--- src/cq_rx_pkg.sv ---
package cq_rx_pkg;

  // --------------------------------------------------------------------------
  // Stream geometry
  // --------------------------------------------------------------------------
  localparam int DATA_W    = 64;                 // CQ data width
  localparam int BE_W      = 8;                  // {last DW BE, first DW BE}
  localparam int KEEP_W    = DATA_W / 32;        // One keep bit per DW
  localparam int TUSER_W   = 41;                 // Through start-of-packet bit
  localparam int TUSER_SOP = 40;                 // Start of packet in tuser

  // Request type codes found in descriptor bits 78:75 (beat 1 bits 14:11)
  localparam logic [3:0] REQ_MEM_RD = 4'b0000;
  localparam logic [3:0] REQ_MEM_WR = 4'b0001;
  localparam logic [3:0] REQ_MSG    = 4'b1100;
  localparam logic [3:0] REQ_VDM    = 4'b1101;
  localparam logic [3:0] REQ_ATS    = 4'b1110;

  typedef enum logic [1:0] {
    kind_mem_rd,
    kind_mem_wr,
    kind_vdm,
    kind_msg                                     // ATS and other messages
  } req_kind_e;

  // --------------------------------------------------------------------------
  // Two views of descriptor beat 1
  // --------------------------------------------------------------------------
  typedef struct packed {
    logic        rsvd_63;
    logic [2:0]  attr;                           // IDO, RO, NS
    logic [2:0]  tc;
    logic [16:0] bar_func;                       // BAR and target function
    logic [7:0]  tag;
    logic [15:0] requester_id;
    logic        rsvd_15;
    logic [3:0]  req_type;
    logic [10:0] dword_count;
  } cq_mem_fields_t;

  typedef struct packed {
    logic        rsvd_63;
    logic [2:0]  attr;
    logic [2:0]  tc;
    logic [5:0]  spare;
    logic [2:0]  msg_routing;                    // Bits 50:48
    logic [7:0]  msg_code;                       // Bits 47:40
    logic [7:0]  tag;
    logic [15:0] requester_id;
    logic        rsvd_15;
    logic [3:0]  req_type;
    logic [10:0] dword_count;
  } cq_msg_fields_t;

  typedef union packed {
    cq_mem_fields_t mem;
    cq_msg_fields_t msg;
  } cq_desc_hi_u;

  typedef struct packed {
    logic [DATA_W-1:0] lo;                       // Address or message data
    logic [BE_W-1:0]   be;
    cq_desc_hi_u       hi;
    req_kind_e         kind;
  } cq_desc_t;

  // --------------------------------------------------------------------------
  // Results
  // --------------------------------------------------------------------------
  typedef struct packed {
    logic [2:0]  fmt;
    logic [4:0]  typ;
    logic        rsvd_0;
    logic [2:0]  tc;
    logic        rsvd_1;
    logic        ido;
    logic [1:0]  tph;
    logic        td;                             // Digest present
    logic        ep;                             // Poisoned
    logic [1:0]  ro_ns;
    logic [1:0]  at;
    logic [9:0]  length;
    logic [15:0] requester_id;
    logic [7:0]  tag;
    logic [7:0]  be_code;                        // Byte enables or message code
    logic [63:0] dw23;                           // Address or message DWs
  } tlp_hdr_t;

  typedef struct packed {
    logic [15:0] requester_id;
    logic [7:0]  tag;
    logic [2:0]  tc;
    logic [2:0]  attr;
    logic [10:0] dword_count;
    logic [11:0] byte_count;
    logic [6:0]  lower_addr;
  } cpl_req_t;

  typedef enum logic [3:0] {
    st_reset  = 4'b0001,
    st_down   = 4'b0010,
    st_idle   = 4'b0100,
    st_active = 4'b1000
  } cq_state_e;

endpackage

--- src/cpl_req_gen.sv ---
module cpl_req_gen (
  input  logic                 user_clk,
  input  logic                 user_reset_n,
  input  cq_rx_pkg::cq_desc_t  desc,
  input  logic                 rd_valid,
  output cq_rx_pkg::cpl_req_t  cpl,
  output logic                 cpl_valid
);

  // --------------------------------------------------------------------------
  // Byte enable position helpers
  // --------------------------------------------------------------------------
  function automatic logic [1:0] low_idx(input logic [3:0] v);
    logic [1:0] idx;
    casez (v)
      4'b???1: idx = 2'd0;
      4'b??10: idx = 2'd1;
      4'b?100: idx = 2'd2;
      4'b1000: idx = 2'd3;
      default: idx = 2'd0;                         // No enables set
    endcase
    return idx;
  endfunction

  function automatic logic [1:0] high_idx(input logic [3:0] v);
    logic [1:0] idx;
    casez (v)
      4'b1???: idx = 2'd3;
      4'b01??: idx = 2'd2;
      4'b001?: idx = 2'd1;
      default: idx = 2'd0;
    endcase
    return idx;
  endfunction

  logic [3:0]  first_be;
  logic [3:0]  last_be;
  logic [1:0]  fb_lo;
  logic [1:0]  fb_hi;
  logic [1:0]  lb_hi;
  logic [12:0] bc_wide;                            // Up to 1024 DW times 4
  logic [11:0] byte_count;
  logic [6:0]  lower_addr;

  assign first_be = desc.be[3:0];
  assign last_be  = desc.be[7:4];
  assign fb_lo    = low_idx(first_be);
  assign fb_hi    = high_idx(first_be);
  assign lb_hi    = high_idx(last_be);

  always_comb begin
    if (last_be == 4'h0) begin                     // Single DW request
      if (first_be == 4'h0) begin
        bc_wide = 13'd1;
      end else begin
        bc_wide = 13'(fb_hi) - 13'(fb_lo) + 13'd1;
      end
    end else begin
      bc_wide = {desc.hi.mem.dword_count, 2'b00}
              - 13'(fb_lo)
              - 13'(2'd3 - lb_hi);
    end
  end

  assign byte_count = bc_wide[11:0];               // 4096 wraps to 0
  assign lower_addr = (desc.hi.mem.dword_count == 11'd0) ? 7'd0
                                                         : {desc.lo[6:2], fb_lo};

  // --------------------------------------------------------------------------
  // Completion request register
  // --------------------------------------------------------------------------
  always_ff @(posedge user_clk or negedge user_reset_n) begin
    if (!user_reset_n) begin
      cpl_valid <= 1'b0;
    end else begin
      cpl_valid <= rd_valid;
    end
  end

  always_ff @(posedge user_clk) begin
    if (rd_valid) begin
      cpl.requester_id <= desc.hi.mem.requester_id;
      cpl.tag          <= desc.hi.mem.tag;
      cpl.tc           <= desc.hi.mem.tc;
      cpl.attr         <= desc.hi.mem.attr;
      cpl.dword_count  <= desc.hi.mem.dword_count;
      cpl.byte_count   <= byte_count;
      cpl.lower_addr   <= lower_addr;
    end
  end

endmodule

--- src/cq_rx_ctrl.sv ---
module cq_rx_ctrl (
  input  logic                           user_clk,
  input  logic                           user_reset_n,
  input  logic                           link_up,
  input  logic [cq_rx_pkg::DATA_W-1:0]   cq_tdata,
  input  logic [cq_rx_pkg::TUSER_W-1:0]  cq_tuser,
  input  logic                           cq_tlast,
  input  logic                           cq_tvalid,
  output logic                           cq_tready,
  output cq_rx_pkg::cq_desc_t            desc,
  output logic                           desc_valid,
  output logic                           rd_valid
);

  cq_rx_pkg::cq_state_e         state;
  logic                         beat1_pending;   // Next accepted beat is beat 1
  logic [cq_rx_pkg::DATA_W-1:0] lo_q;            // Beat 0 holding register
  logic [cq_rx_pkg::BE_W-1:0]   be_q;
  logic                         accept;
  logic                         sop;
  cq_rx_pkg::cq_desc_hi_u       beat1;
  cq_rx_pkg::req_kind_e         kind_dec;
  logic                         kind_ok;

  assign accept = cq_tvalid & cq_tready;
  assign sop    = cq_tuser[cq_rx_pkg::TUSER_SOP];
  assign beat1  = cq_tdata;

  // --------------------------------------------------------------------------
  // Request type decode on the live beat
  // --------------------------------------------------------------------------
  always_comb begin
    kind_ok  = 1'b1;
    kind_dec = cq_rx_pkg::kind_msg;
    case (beat1.mem.req_type)
      cq_rx_pkg::REQ_MEM_RD: kind_dec = cq_rx_pkg::kind_mem_rd;
      cq_rx_pkg::REQ_MEM_WR: kind_dec = cq_rx_pkg::kind_mem_wr;
      cq_rx_pkg::REQ_VDM:    kind_dec = cq_rx_pkg::kind_vdm;
      cq_rx_pkg::REQ_MSG,
      cq_rx_pkg::REQ_ATS:    kind_dec = cq_rx_pkg::kind_msg;
      default:               kind_ok  = 1'b0;         // Not handled here
    endcase
  end

  // --------------------------------------------------------------------------
  // Link and frame FSM
  // --------------------------------------------------------------------------
  always_ff @(posedge user_clk or negedge user_reset_n) begin
    if (!user_reset_n) begin
      state         <= cq_rx_pkg::st_reset;
      cq_tready     <= 1'b0;
      beat1_pending <= 1'b0;
      desc_valid    <= 1'b0;
      rd_valid      <= 1'b0;
    end else begin
      desc_valid <= 1'b0;                              // Single cycle strobes
      rd_valid   <= 1'b0;
      case (state)
        cq_rx_pkg::st_reset: begin
          cq_tready <= 1'b0;
          state     <= cq_rx_pkg::st_down;
        end
        cq_rx_pkg::st_down: begin
          cq_tready     <= link_up;
          beat1_pending <= 1'b0;
          if (link_up) begin
            state <= cq_rx_pkg::st_idle;
          end
        end
        cq_rx_pkg::st_idle: begin
          if (!link_up) begin
            cq_tready <= 1'b0;
            state     <= cq_rx_pkg::st_down;
          end else if (accept && sop) begin
            beat1_pending <= 1'b1;
            state         <= cq_rx_pkg::st_active;
          end
        end
        cq_rx_pkg::st_active: begin
          if (!link_up) begin
            cq_tready     <= 1'b0;                     // Partial packet is lost
            beat1_pending <= 1'b0;
            state         <= cq_rx_pkg::st_down;
          end else if (accept) begin
            beat1_pending <= 1'b0;
            if (beat1_pending && kind_ok) begin
              desc_valid <= 1'b1;
              rd_valid   <= (kind_dec == cq_rx_pkg::kind_mem_rd);
            end
            if (cq_tlast) begin
              state <= cq_rx_pkg::st_idle;
            end
          end
        end
        default: begin
          cq_tready <= 1'b0;
          state     <= cq_rx_pkg::st_down;
        end
      endcase
    end
  end

  // Descriptor capture
  always_ff @(posedge user_clk) begin
    if ((state == cq_rx_pkg::st_idle) && accept && sop) begin
      lo_q <= cq_tdata;
      be_q <= cq_tuser[cq_rx_pkg::BE_W-1:0];
    end
    if ((state == cq_rx_pkg::st_active) && accept && beat1_pending) begin
      desc.lo   <= lo_q;
      desc.be   <= be_q;
      desc.hi   <= beat1;
      desc.kind <= kind_dec;
    end
  end

endmodule

--- src/cq_rx_top.sv ---
module cq_rx_top (
  input  logic                           user_clk,
  input  logic                           user_reset_n,
  input  logic                           link_up,
  input  logic [cq_rx_pkg::DATA_W-1:0]   cq_tdata,
  input  logic [cq_rx_pkg::TUSER_W-1:0]  cq_tuser,
  input  logic [cq_rx_pkg::KEEP_W-1:0]   cq_tkeep,   // Payload is discarded
  input  logic                           cq_tlast,
  input  logic                           cq_tvalid,
  output logic                           cq_tready,
  output logic                           hdr_valid,
  output cq_rx_pkg::tlp_hdr_t            hdr,
  output logic                           cpl_valid,
  output cq_rx_pkg::cpl_req_t            cpl
);

  cq_rx_pkg::cq_desc_t desc;
  logic                desc_valid;
  logic                rd_valid;                     // Memory reads only

  cq_rx_ctrl u_cq_rx_ctrl (
    .user_clk     (user_clk),
    .user_reset_n (user_reset_n),
    .link_up      (link_up),
    .cq_tdata     (cq_tdata),
    .cq_tuser     (cq_tuser),
    .cq_tlast     (cq_tlast),
    .cq_tvalid    (cq_tvalid),
    .cq_tready    (cq_tready),
    .desc         (desc),
    .desc_valid   (desc_valid),
    .rd_valid     (rd_valid)
  );

  // Header and completion both land two cycles after beat 1
  cq_tlp_hdr u_cq_tlp_hdr (
    .user_clk     (user_clk),
    .user_reset_n (user_reset_n),
    .desc         (desc),
    .desc_valid   (desc_valid),
    .hdr          (hdr),
    .hdr_valid    (hdr_valid)
  );

  cpl_req_gen u_cpl_req_gen (
    .user_clk     (user_clk),
    .user_reset_n (user_reset_n),
    .desc         (desc),
    .rd_valid     (rd_valid),
    .cpl          (cpl),
    .cpl_valid    (cpl_valid)
  );

endmodule

--- src/cq_tlp_hdr.sv ---
module cq_tlp_hdr (
  input  logic                 user_clk,
  input  logic                 user_reset_n,
  input  cq_rx_pkg::cq_desc_t  desc,
  input  logic                 desc_valid,
  output cq_rx_pkg::tlp_hdr_t  hdr,
  output logic                 hdr_valid
);

  cq_rx_pkg::tlp_hdr_t hdr_next;
  logic                addr_hi_zero;
  logic                is_wr;

  assign addr_hi_zero = (desc.lo[63:32] == 32'h0);
  assign is_wr        = (desc.kind == cq_rx_pkg::kind_mem_wr);

  // --------------------------------------------------------------------------
  // Header layout chosen by the decoded kind
  // --------------------------------------------------------------------------
  always_comb begin
    hdr_next = '0;                                      // Reserved fields stay 0
    case (desc.kind)
      cq_rx_pkg::kind_mem_rd,
      cq_rx_pkg::kind_mem_wr: begin
        hdr_next.fmt          = {1'b0, is_wr, ~addr_hi_zero}; // 3 DW or 4 DW
        hdr_next.typ          = 5'b00000;
        hdr_next.tc           = desc.hi.mem.tc;
        hdr_next.ido          = desc.hi.mem.attr[2];
        hdr_next.ro_ns        = desc.hi.mem.attr[1:0];
        hdr_next.length       = desc.hi.mem.dword_count[9:0];
        hdr_next.requester_id = desc.hi.mem.requester_id;
        hdr_next.tag          = desc.hi.mem.tag;
        hdr_next.be_code      = desc.be;                // Last BE then first BE
        if (addr_hi_zero) begin
          hdr_next.dw23 = {desc.lo[31:2], 2'b00, 32'h0};
        end else begin
          hdr_next.dw23 = {desc.lo[63:2], 2'b00};
        end
      end
      default: begin                                    // VDM, ATS, other messages
        hdr_next.fmt          = 3'b001;
        hdr_next.typ          = {2'b10, desc.hi.msg.msg_routing};
        hdr_next.tc           = desc.hi.msg.tc;
        hdr_next.ido          = desc.hi.msg.attr[2];
        hdr_next.ro_ns        = desc.hi.msg.attr[1:0];
        hdr_next.length       = desc.hi.msg.dword_count[9:0];
        hdr_next.requester_id = desc.hi.msg.requester_id;
        hdr_next.tag          = desc.hi.msg.tag;
        hdr_next.be_code      = desc.hi.msg.msg_code;
        if (desc.kind == cq_rx_pkg::kind_vdm) begin
          // Destination ID, vendor ID, vendor DW
          hdr_next.dw23 = {desc.lo[15:0], desc.lo[31:16], desc.lo[63:32]};
        end else begin
          hdr_next.dw23 = desc.lo;                      // Upper DW first
        end
      end
    endcase
  end

  always_ff @(posedge user_clk or negedge user_reset_n) begin
    if (!user_reset_n) begin
      hdr_valid <= 1'b0;
    end else begin
      hdr_valid <= desc_valid;
    end
  end

  always_ff @(posedge user_clk) begin
    if (desc_valid) begin
      hdr <= hdr_next;
    end
  end

endmodule

--- config.mk ---
export PLATFORM = sky130hd
export DESIGN_NAME = cq_rx_top
export DESIGN_NICKNAME = d
export VERILOG_FILES = /design/src/cq_rx_pkg.sv /design/src/cpl_req_gen.sv /design/src/cq_rx_ctrl.sv /design/src/cq_rx_top.sv /design/src/cq_tlp_hdr.sv
export SDC_FILE = /design/constraint.sdc
export NUM_CORES = 1
export LEC_CHECK = 0
export BUFFER_PORTS_ARGS = -buffer_cell sky130_fd_sc_hd__buf_2
export CORE_MARGIN = 2
export CORE_UTILIZATION = 58
export CTS_CLUSTER_DIAMETER = 40
export DETAILED_ROUTE_END_ITERATION = 16
export HOLD_SLACK_MARGIN = 0.12
export PLACE_DENSITY_LB_ADDON = 0.05
export REMOVE_ABC_BUFFERS = 1
export SLEW_MARGIN = 40
export SYNTH_ARGS = -nofsm -noshare
export SYNTH_HDL_FRONTEND = slang
export SYNTH_SLANG_ARGS = --single-unit
--- constraint.sdc ---
create_clock -name user_clk -period 29.4 [get_ports user_clk]
set_input_delay 2.94 -clock user_clk [delete_from_list [all_inputs] [get_ports user_clk]]
set_output_delay 2.94 -clock user_clk [all_outputs]
set_load 0.01 [all_outputs]
==> results of run 1 <==
[synth_stat cells (4+ instances only)]
cell,n,area share (%)
nand3_1,7,0.25
xor2_1,6,0.38
o2bb2ai_1,30,1.9
nand2_1,79,2.2
edfxtp_1,376,82
xnor2_1,4,0.25
inv_1,16,0.44
nor4_1,13,0.59
o21ai_0,27,0.98
clkbuf_1,18,0.49
ha_1,9,0.82
o21ai_1,7,0.25
nor2_1,79,2.2
dfrtp_1,9,1.6
nor3_1,4,0.15
mux2_2,6,0.49
buf_4,10,0.55
a21oi_1,14,0.51
nand2b_1,4,0.18
nor2b_1,9,0.41
and2_1,9,0.41
buf_6,6,0.49
[per-layer routing]
layer / vias up / GRT usage [%] / wire length (um)
li1: 3484 / - / -
met4: 0 / 7.25 / 799
met1: 3624 / 30.3 / 11500
met2: 289 / 34.4 / 13100
met3: 57 / 5.61 / 1940
met5: - / 0 / 0
[layout by cell type (no fill, tap or decap), types with 4 or more instances in the layout]
cell type and n:
clkbuf_16 43, mux2_2 6, inv_1 16, o21ai_0 27
clkinvlp_4 6, bufinv_16 4, xnor2_1 4, ha_1 9
buf_6 4, nor2b_1 8, clkbuf_1 7, dfrtp_1 7
nand3_1 7, nand2_1 79, o2bb2ai_1 30, clkinv_1 6
nor2_1 79, inv_6 5, conb_1 11, buf_4 5
a21oi_1 14, edfxtp_1 376, xor2_1 6, and2_1 9
o21ai_1 7, nor3_1 4, buf_2 258, nor4_1 11
[worst reg2reg max path: cells and delay by family, from the launching register on]
kind,cells,cell delay [ps]
buffers and inverters,2,1330
DFF,1,490
and+or+nand+nor,3,570
[sequential cells by signal, summed over array words and instances, names as in the netlist]
signal,flops
u_cpl_req_gen.cpl,60
u_cq_rx_ctrl.state,4
u_cq_rx_ctrl.rd_valid,1
u_cq_rx_ctrl.desc,126
u_cq_rx_ctrl.be_q,8
u_cq_rx_ctrl.desc_valid,1
u_cpl_req_gen.cpl_valid,1
u_cq_tlp_hdr.hdr,118
u_cq_rx_ctrl.beat1_pending,1
u_cq_tlp_hdr.hdr_valid,1
u_cq_rx_ctrl.lo_q,64
u_cq_rx_ctrl.cq_tready,1
[power by group]
group | total (mW) | leakage, nW | internal, mW | switching (mW)
registers | 0.599 | 3.51 | 0.598 | 0.000846
logic | 0.0107 | 1.90 | 0.00501 | 0.00573
clock network | 0.514 | 0.654 | 0.307 | 0.207
total | 1.12 | 6.07 | 0.910 | 0.214
[worst paths after layout]
path | from | to | slack, ps | depth (start not counted)
setup / recovery | cq_tvalid | u_cq_rx_ctrl.desc[112]$_DFFE_PP_ | 24740 | 5
hold / removal | u_cq_rx_ctrl.lo_q[26]$_DFFE_PP_ | u_cq_rx_ctrl.desc[100]$_DFFE_PP_ | 410 | 0
setup reg to reg | u_cq_rx_ctrl.state[3]$_DFFE_PN0P_ | u_cq_rx_ctrl.desc[112]$_DFFE_PP_ | 26610 | 5
hold reg to reg | u_cq_rx_ctrl.lo_q[26]$_DFFE_PP_ | u_cq_rx_ctrl.desc[100]$_DFFE_PP_ | 410 | 0
max in group asynchronous | user_reset_n | u_cq_rx_ctrl.state[0]$_DFFE_PN1P_ | 26870 | 1
min in group asynchronous | user_reset_n | u_cq_rx_ctrl.desc_valid$_DFF_PN0_ | 2260 | 1
[cells by family after synthesis]
group | synth area share (%)
other cells | 0.0273
flops | 83.9
xor+xnor | 0.637
simple gates | 7.04
fa+ha+maj | 1.11
mux | 0.710
compound gates | 4.48
buf+inv | 2.07
[metrics by stage]
step           worst slack [ps]  area [um2]  utilization [%]  power (mW)
6_report                  24740       16800             71.7        1.12
5_1_grt                   24620       16800             71.7        1.16
4_1_cts                   24750       16800             71.7        1.13
3_5_place_dp              24200       15400             65.8       0.621
3_3_place_gp              23990       15300             65.5       0.621
2_1_floorplan             13490       13600                -       0.613
[cell type report]
cell class	instances	area [um2]	area share (%)
antenna	2	5.00	0.0298
clock buffer	50	1100	6.56
clock inverter	27	275	1.64
inverter	16	60.1	0.358
multi-input combinational	349	1990	11.8
sequential	386	11500	68.8
tap	319	399	2.38
timing repair buffer	269	1410	8.42
==> results.py, run 1 <==
metrics = {
    "outcome": {
        "status": "complete, no violations",
    },
    "grt": {
        "grt_pass1_wl_mm": 40.3,
        "antenna_found_initial": 3,
        "grt_max_degree": 74,
        "grt_usage_pct": 21.8,
        "grt.overflow.total": 0,
        "grt_pass1_vias": 7169,
    },
    "synthesis": {
        "yosysWarnings": 0,
        "synthArstFlopShare_pct": 2.59,
        "syn_inst": 778,
        "ys_seq_area_share_pct": 83.9,
        "ys_ff_latch": 386,
        "synthesis.area_um2": 13800,
        "ys_types": 45,
        "avgSynthCellArea_um2": 17.7,
        "synth_edf_count": 376,
        "ys.flop_type": "edfxtp_1",
    },
    "setup_path": {
        "worstPathCellList": "buf_2 -> nand2_1 -> nor4_2 -> buf_4 -> buf_6",
        "start_kind": "input port",
        "cp_max_fo": 70,
        "critical_path.endpoint_type": "flip-flop",
        "slowest_delay_ps": 660,
        "critPathBufInv": 3,
        "slowest_stage": "buf_4",
        "crit_arrival_ps": 4810,
        "required_ps": 29550,
        "cp_top_family": "buffers and inverters",
        "path_class": "input port to flip-flop",
    },
    "sta": {
        "setup_viol": 0,
        "hold_viol": 0,
        "fin_setup_tns_ps": 0,
        "fmax_ghz": 0.215,
        "rsz0062_at_grt": "false",
        "period_needed_ps": 4660,
        "slew_headroom_pct": 46.0,
        "fin_skew_ps": 17.1,
        "finalMaxSlewViolations": 0,
        "hold_slack_ps": 410,
        "worstMarginPinSlew_ps": 810,
        "fin_crit_sh_pct": 15.8,
    },
    "floorplanning": {
        "fp.dieH_um": 158,
        "rows": 56,
        "chipWidth_um": 158,
        "placeableCoreArea_um2": 23400,
        "start_util_pct": 58.8,
        "boundaryPins": 303,
        "die_area_um2": 25000,
    },
    "placement": {
        "portBuffers": 258,
        "dpl.cell_count": 1339,
        "hpwl_mm": 17.7,
        "gp_congestion": 0.823,
    },
    "clocking": {
        "insertion_delay_ps": 530,
        "cts_setup_buffers": 0,
        "cts-resized-gates": 0,
        "h-tree-depth": 2,
        "cts-root-buf": "clkbuf_16",
        "cts_buffers": 42,
        "clk_pin_slew_worst_paths_ps": 60,
        "ctsHoldBuffers": 0,
        "clock_sinks": 386,
        "clockBufferDepth": 3,
        "cts_tree": "built",
    },
    "cells_and_area": {
        "final_nets": 1187,
        "fin_cells": 1418,
        "final.fill_count": 1540,
        "syn_to_final_growth_pct": 22.1,
        "drive_gt1_share_pct": 31.8,
    },
    "routing": {
        "first_iter_violations": 540,
        "totalWireLength_mm": 27.3,
        "vias_per_cell": 5.26,
        "drtAntennaViolNets": 0,
        "dr.pass1.iters": 6,
        "route.vias.total": 7454,
        "drc": 0,
        "wl_per_cell_um": 19.2,
    },
    "power_and_ir_drop": {
        "leakage_nw": 6.07,
        "irDropWorstVdd_v": 0.0000523,
        "p_per_area_nw_per_um2": 66.9,
    },
    "job": {
        "cap_viol_max_count": 0,
    },
    "worst_hold_path": {
        "min_path_type": "flip-flop to flip-flop",
    },
}
Power figures use the tool's default switching activity.
==> run 2: changes to the inputs <==
--- a/config.mk
+++ b/config.mk
@@ -7,7 +7,7 @@
 export LEC_CHECK = 0
 export BUFFER_PORTS_ARGS = -buffer_cell sky130_fd_sc_hd__buf_2
 export CORE_MARGIN = 2
-export CORE_UTILIZATION = 58
+export CORE_UTILIZATION = 49
 export CTS_CLUSTER_DIAMETER = 40
 export DETAILED_ROUTE_END_ITERATION = 16
 export HOLD_SLACK_MARGIN = 0.12
==> constraint.sdc (replaced) <==
create_clock -name user_clk -period 4.2 [get_ports user_clk]
set_input_delay 0.42 -clock user_clk [delete_from_list [all_inputs] [get_ports user_clk]]
set_output_delay 0.42 -clock user_clk [all_outputs]
set_load 0.01 [all_outputs]
==> run 2 against run 1 <==
Die area rose by 18%. Via count up 3.0%. Worst hold slack got worse by 270 ps. Critical endpoint is now u_cpl_req_gen.cpl[15]$_DFFE_PP_. Highest routed layer unchanged.
==> results.py, run 2 (same netlist as run 1, synthesis figures left out) <==
metrics = {
    "sta": {
        "worstMarginPinSlew_ps": 787,
        "fin_crit_sh_pct": 64.1,
        "period_needed_ps": 2690,
        "finalMaxSlewViolations": 0,
        "slew_headroom_pct": 47.6,
        "rsz0062_at_grt": "false",
        "hold_viol": 0,
        "fin_ws_ps": 1510,
        "fmax_ghz": 0.371,
        "fin_setup_tns_ps": 0,
        "fin_skew_ps": 20.0,
        "setup_viol": 0,
    },
    "grt": {
        "grt_pass1_wl_mm": 41.7,
        "grt.overflow.total": 0,
        "grt_usage_pct": 18.9,
        "antenna_found_initial": 0,
        "grt_pass1_vias": 7452,
        "grt_max_degree": 127,
    },
    "clocking": {
        "clk_pin_slew_worst_paths_ps": 60,
        "cts_setup_buffers": 0,
        "cts_buffers": 45,
        "clockBufferDepth": 3,
        "clock_sinks": 386,
        "ctsHoldBuffers": 70,
        "cts-root-buf": "clkbuf_16",
        "cts-resized-gates": 0,
        "insertion_delay_ps": 530,
        "h-tree-depth": 2,
        "cts_tree": "built",
    },
    "routing": {
        "drtAntennaViolNets": 0,
        "route.vias.total": 7679,
        "totalWireLength_mm": 28.3,
        "first_iter_violations": 562,
        "dr.pass1.iters": 5,
        "vias_per_cell": 4.96,
        "wl_per_cell_um": 18.3,
        "drc": 0,
    },
    "floorplanning": {
        "start_util_pct": 49.6,
        "fp.dieH_um": 172,
        "die_area_um2": 29400,
        "rows": 61,
        "placeableCoreArea_um2": 27700,
        "boundaryPins": 303,
        "chipWidth_um": 172,
    },
    "cells_and_area": {
        "largest_reg_flops": 126,
        "largest-register": "u_cq_rx_ctrl.desc",
        "n_antenna_cell": 0,
        "final_cell_mix": "edfxtp_1, buf_2, nor2_1, nand2_1, dlygate4sd3_1",
        "drive_gt1_share_pct": 30.2,
        "mostFrequentLayoutCell": "edfxtp_1",
        "final_nets": 1258,
        "biggestRegsByFlops": "u_cq_rx_ctrl.desc (126), u_cq_tlp_hdr.hdr (118), u_cq_rx_ctrl.lo_q (64)",
        "postLayoutCellArea_um2": 17700,
        "syn_to_final_growth_pct": 28.8,
    },
    "power_and_ir_drop": {
        "clkPwrFrac_pct": 47.4,
        "p_per_area_nw_per_um2": 464,
        "seq_power_share_pct": 51.0,
        "p_comb_share_pct": 1.5,
        "internal-power_mw": 6.68,
        "leakage_nw": 6.44,
        "sw_frac_of_total_pct": 18.7,
        "p_total_mw": 8.22,
        "p_sw_mw": 1.54,
        "irDropWorstVdd_v": 0.000422,
    },
    "setup_path": {
        "start_kind": "flip-flop",
        "critical_path.endpoint_type": "flip-flop",
        "path_class": "flip-flop to flip-flop",
        "cp_max_fo": 5,
        "required_ps": 4470,
        "crit_arrival_ps": 2960,
    },
    "placement": {
        "gp_congestion": 0.797,
        "post_dp_cell_area_um2": 15500,
        "hpwl_mm": 17.9,
        "portBuffers": 258,
        "pre_cts_slack_ps": 1510,
    },
    "outcome": {
        "status": "complete, no violations",
    },
    "worst_hold_path": {
        "min_path_type": "input port to flip-flop",
    },
    "job": {
        "cap_viol_max_count": 0,
    },
}
-- run 2: cell types whose count changed in the layout (fill, tap and decap cells not counted), sizes merged --
cell / previous run / this run
clkinvlp: 6 / 4
dlygate4sd3: 0 / 70
bufinv: 4 / 6
clkbuf: 50 / 54
clkinv: 11 / 14
inv: 22 / 19
diode: 2 / 0
buf: 269 / 267
-- run 2: worst max-delay path, cell delays in order, from the launching register on --
cell and delay (ps):
edfxtp_1 440, nor2_1 140, inv_1 90, nand2_1 100
inv_1 60, ha_1 270, inv_1 40, ha_1 200
a211oi_1 540, nand3b_1 180, xnor2_1 190, a22o_1 200
-- run 2: per-stage QoR --
step,std cells,utilization (%),hold slack [ps]
after floorplan,751,-,124
after global placement,1393,55.7,291
after detailed placement,1395,55.9,295
after CTS,1546,63.9,125
after global routing,1547,64.0,130
final,1547,64.0,139
-- run 2: path summary, 6_finish.rpt --
kind	startpoint	end	slack (ps)	cells after the start
worst max-delay path	u_cq_rx_ctrl.desc[69]$_DFFE_PP_	u_cpl_req_gen.cpl[15]$_DFFE_PP_	1510	11
worst min-delay path	cq_tdata[45]	u_cq_rx_ctrl.desc[47]$_DFFE_PP_	140	1
worst max register to register	u_cq_rx_ctrl.desc[69]$_DFFE_PP_	u_cpl_req_gen.cpl[15]$_DFFE_PP_	1510	11
worst min register to register	u_cq_rx_ctrl.lo_q[4]$_DFFE_PP_	u_cq_rx_ctrl.desc[78]$_DFFE_PP_	400	0
max in group asynchronous	user_reset_n	u_cq_rx_ctrl.state[0]$_DFFE_PN1P_	3650	2
min in group asynchronous	user_reset_n	u_cq_rx_ctrl.state[1]$_DFFE_PN0P_	290	2
-- run 2: power groups by stage --
stage                     logic, mW  clock network, mW  registers [mW]
after global placement       0.0737                  0            4.27
after CTS                     0.127               3.97            4.19
after detailed placement     0.0738                  0            4.27
after global routing          0.139               4.11            4.19
final                         0.127               3.90            4.19
after floorplan              0.0189                  0            4.27
-- run 2: layer usage --
| layer | global-route usage [%] | vias to the layer above | wire length [um] |
|---|---|---|---|
| met3 | 4.05 | 39 | 1770 |
| li1 | - | 3623 | - |
| met1 | 25.9 | 3730 | 12200 |
| met4 | 5.75 | 0 | 504 |
| met5 | 0 | - | 0 |
| met2 | 30.8 | 287 | 13800 |
-- run 2: final cells by class --
cell class | count | area [um2]
inverters | 16 | 60.1
multi-input cells | 349 | 1990
well taps | 378 | 473
fillers | 2049 | 9990
repair buffers | 337 | 2130
clock buffers | 54 | 1200
flip-flops and latches | 386 | 11500
clock inverters | 27 | 313
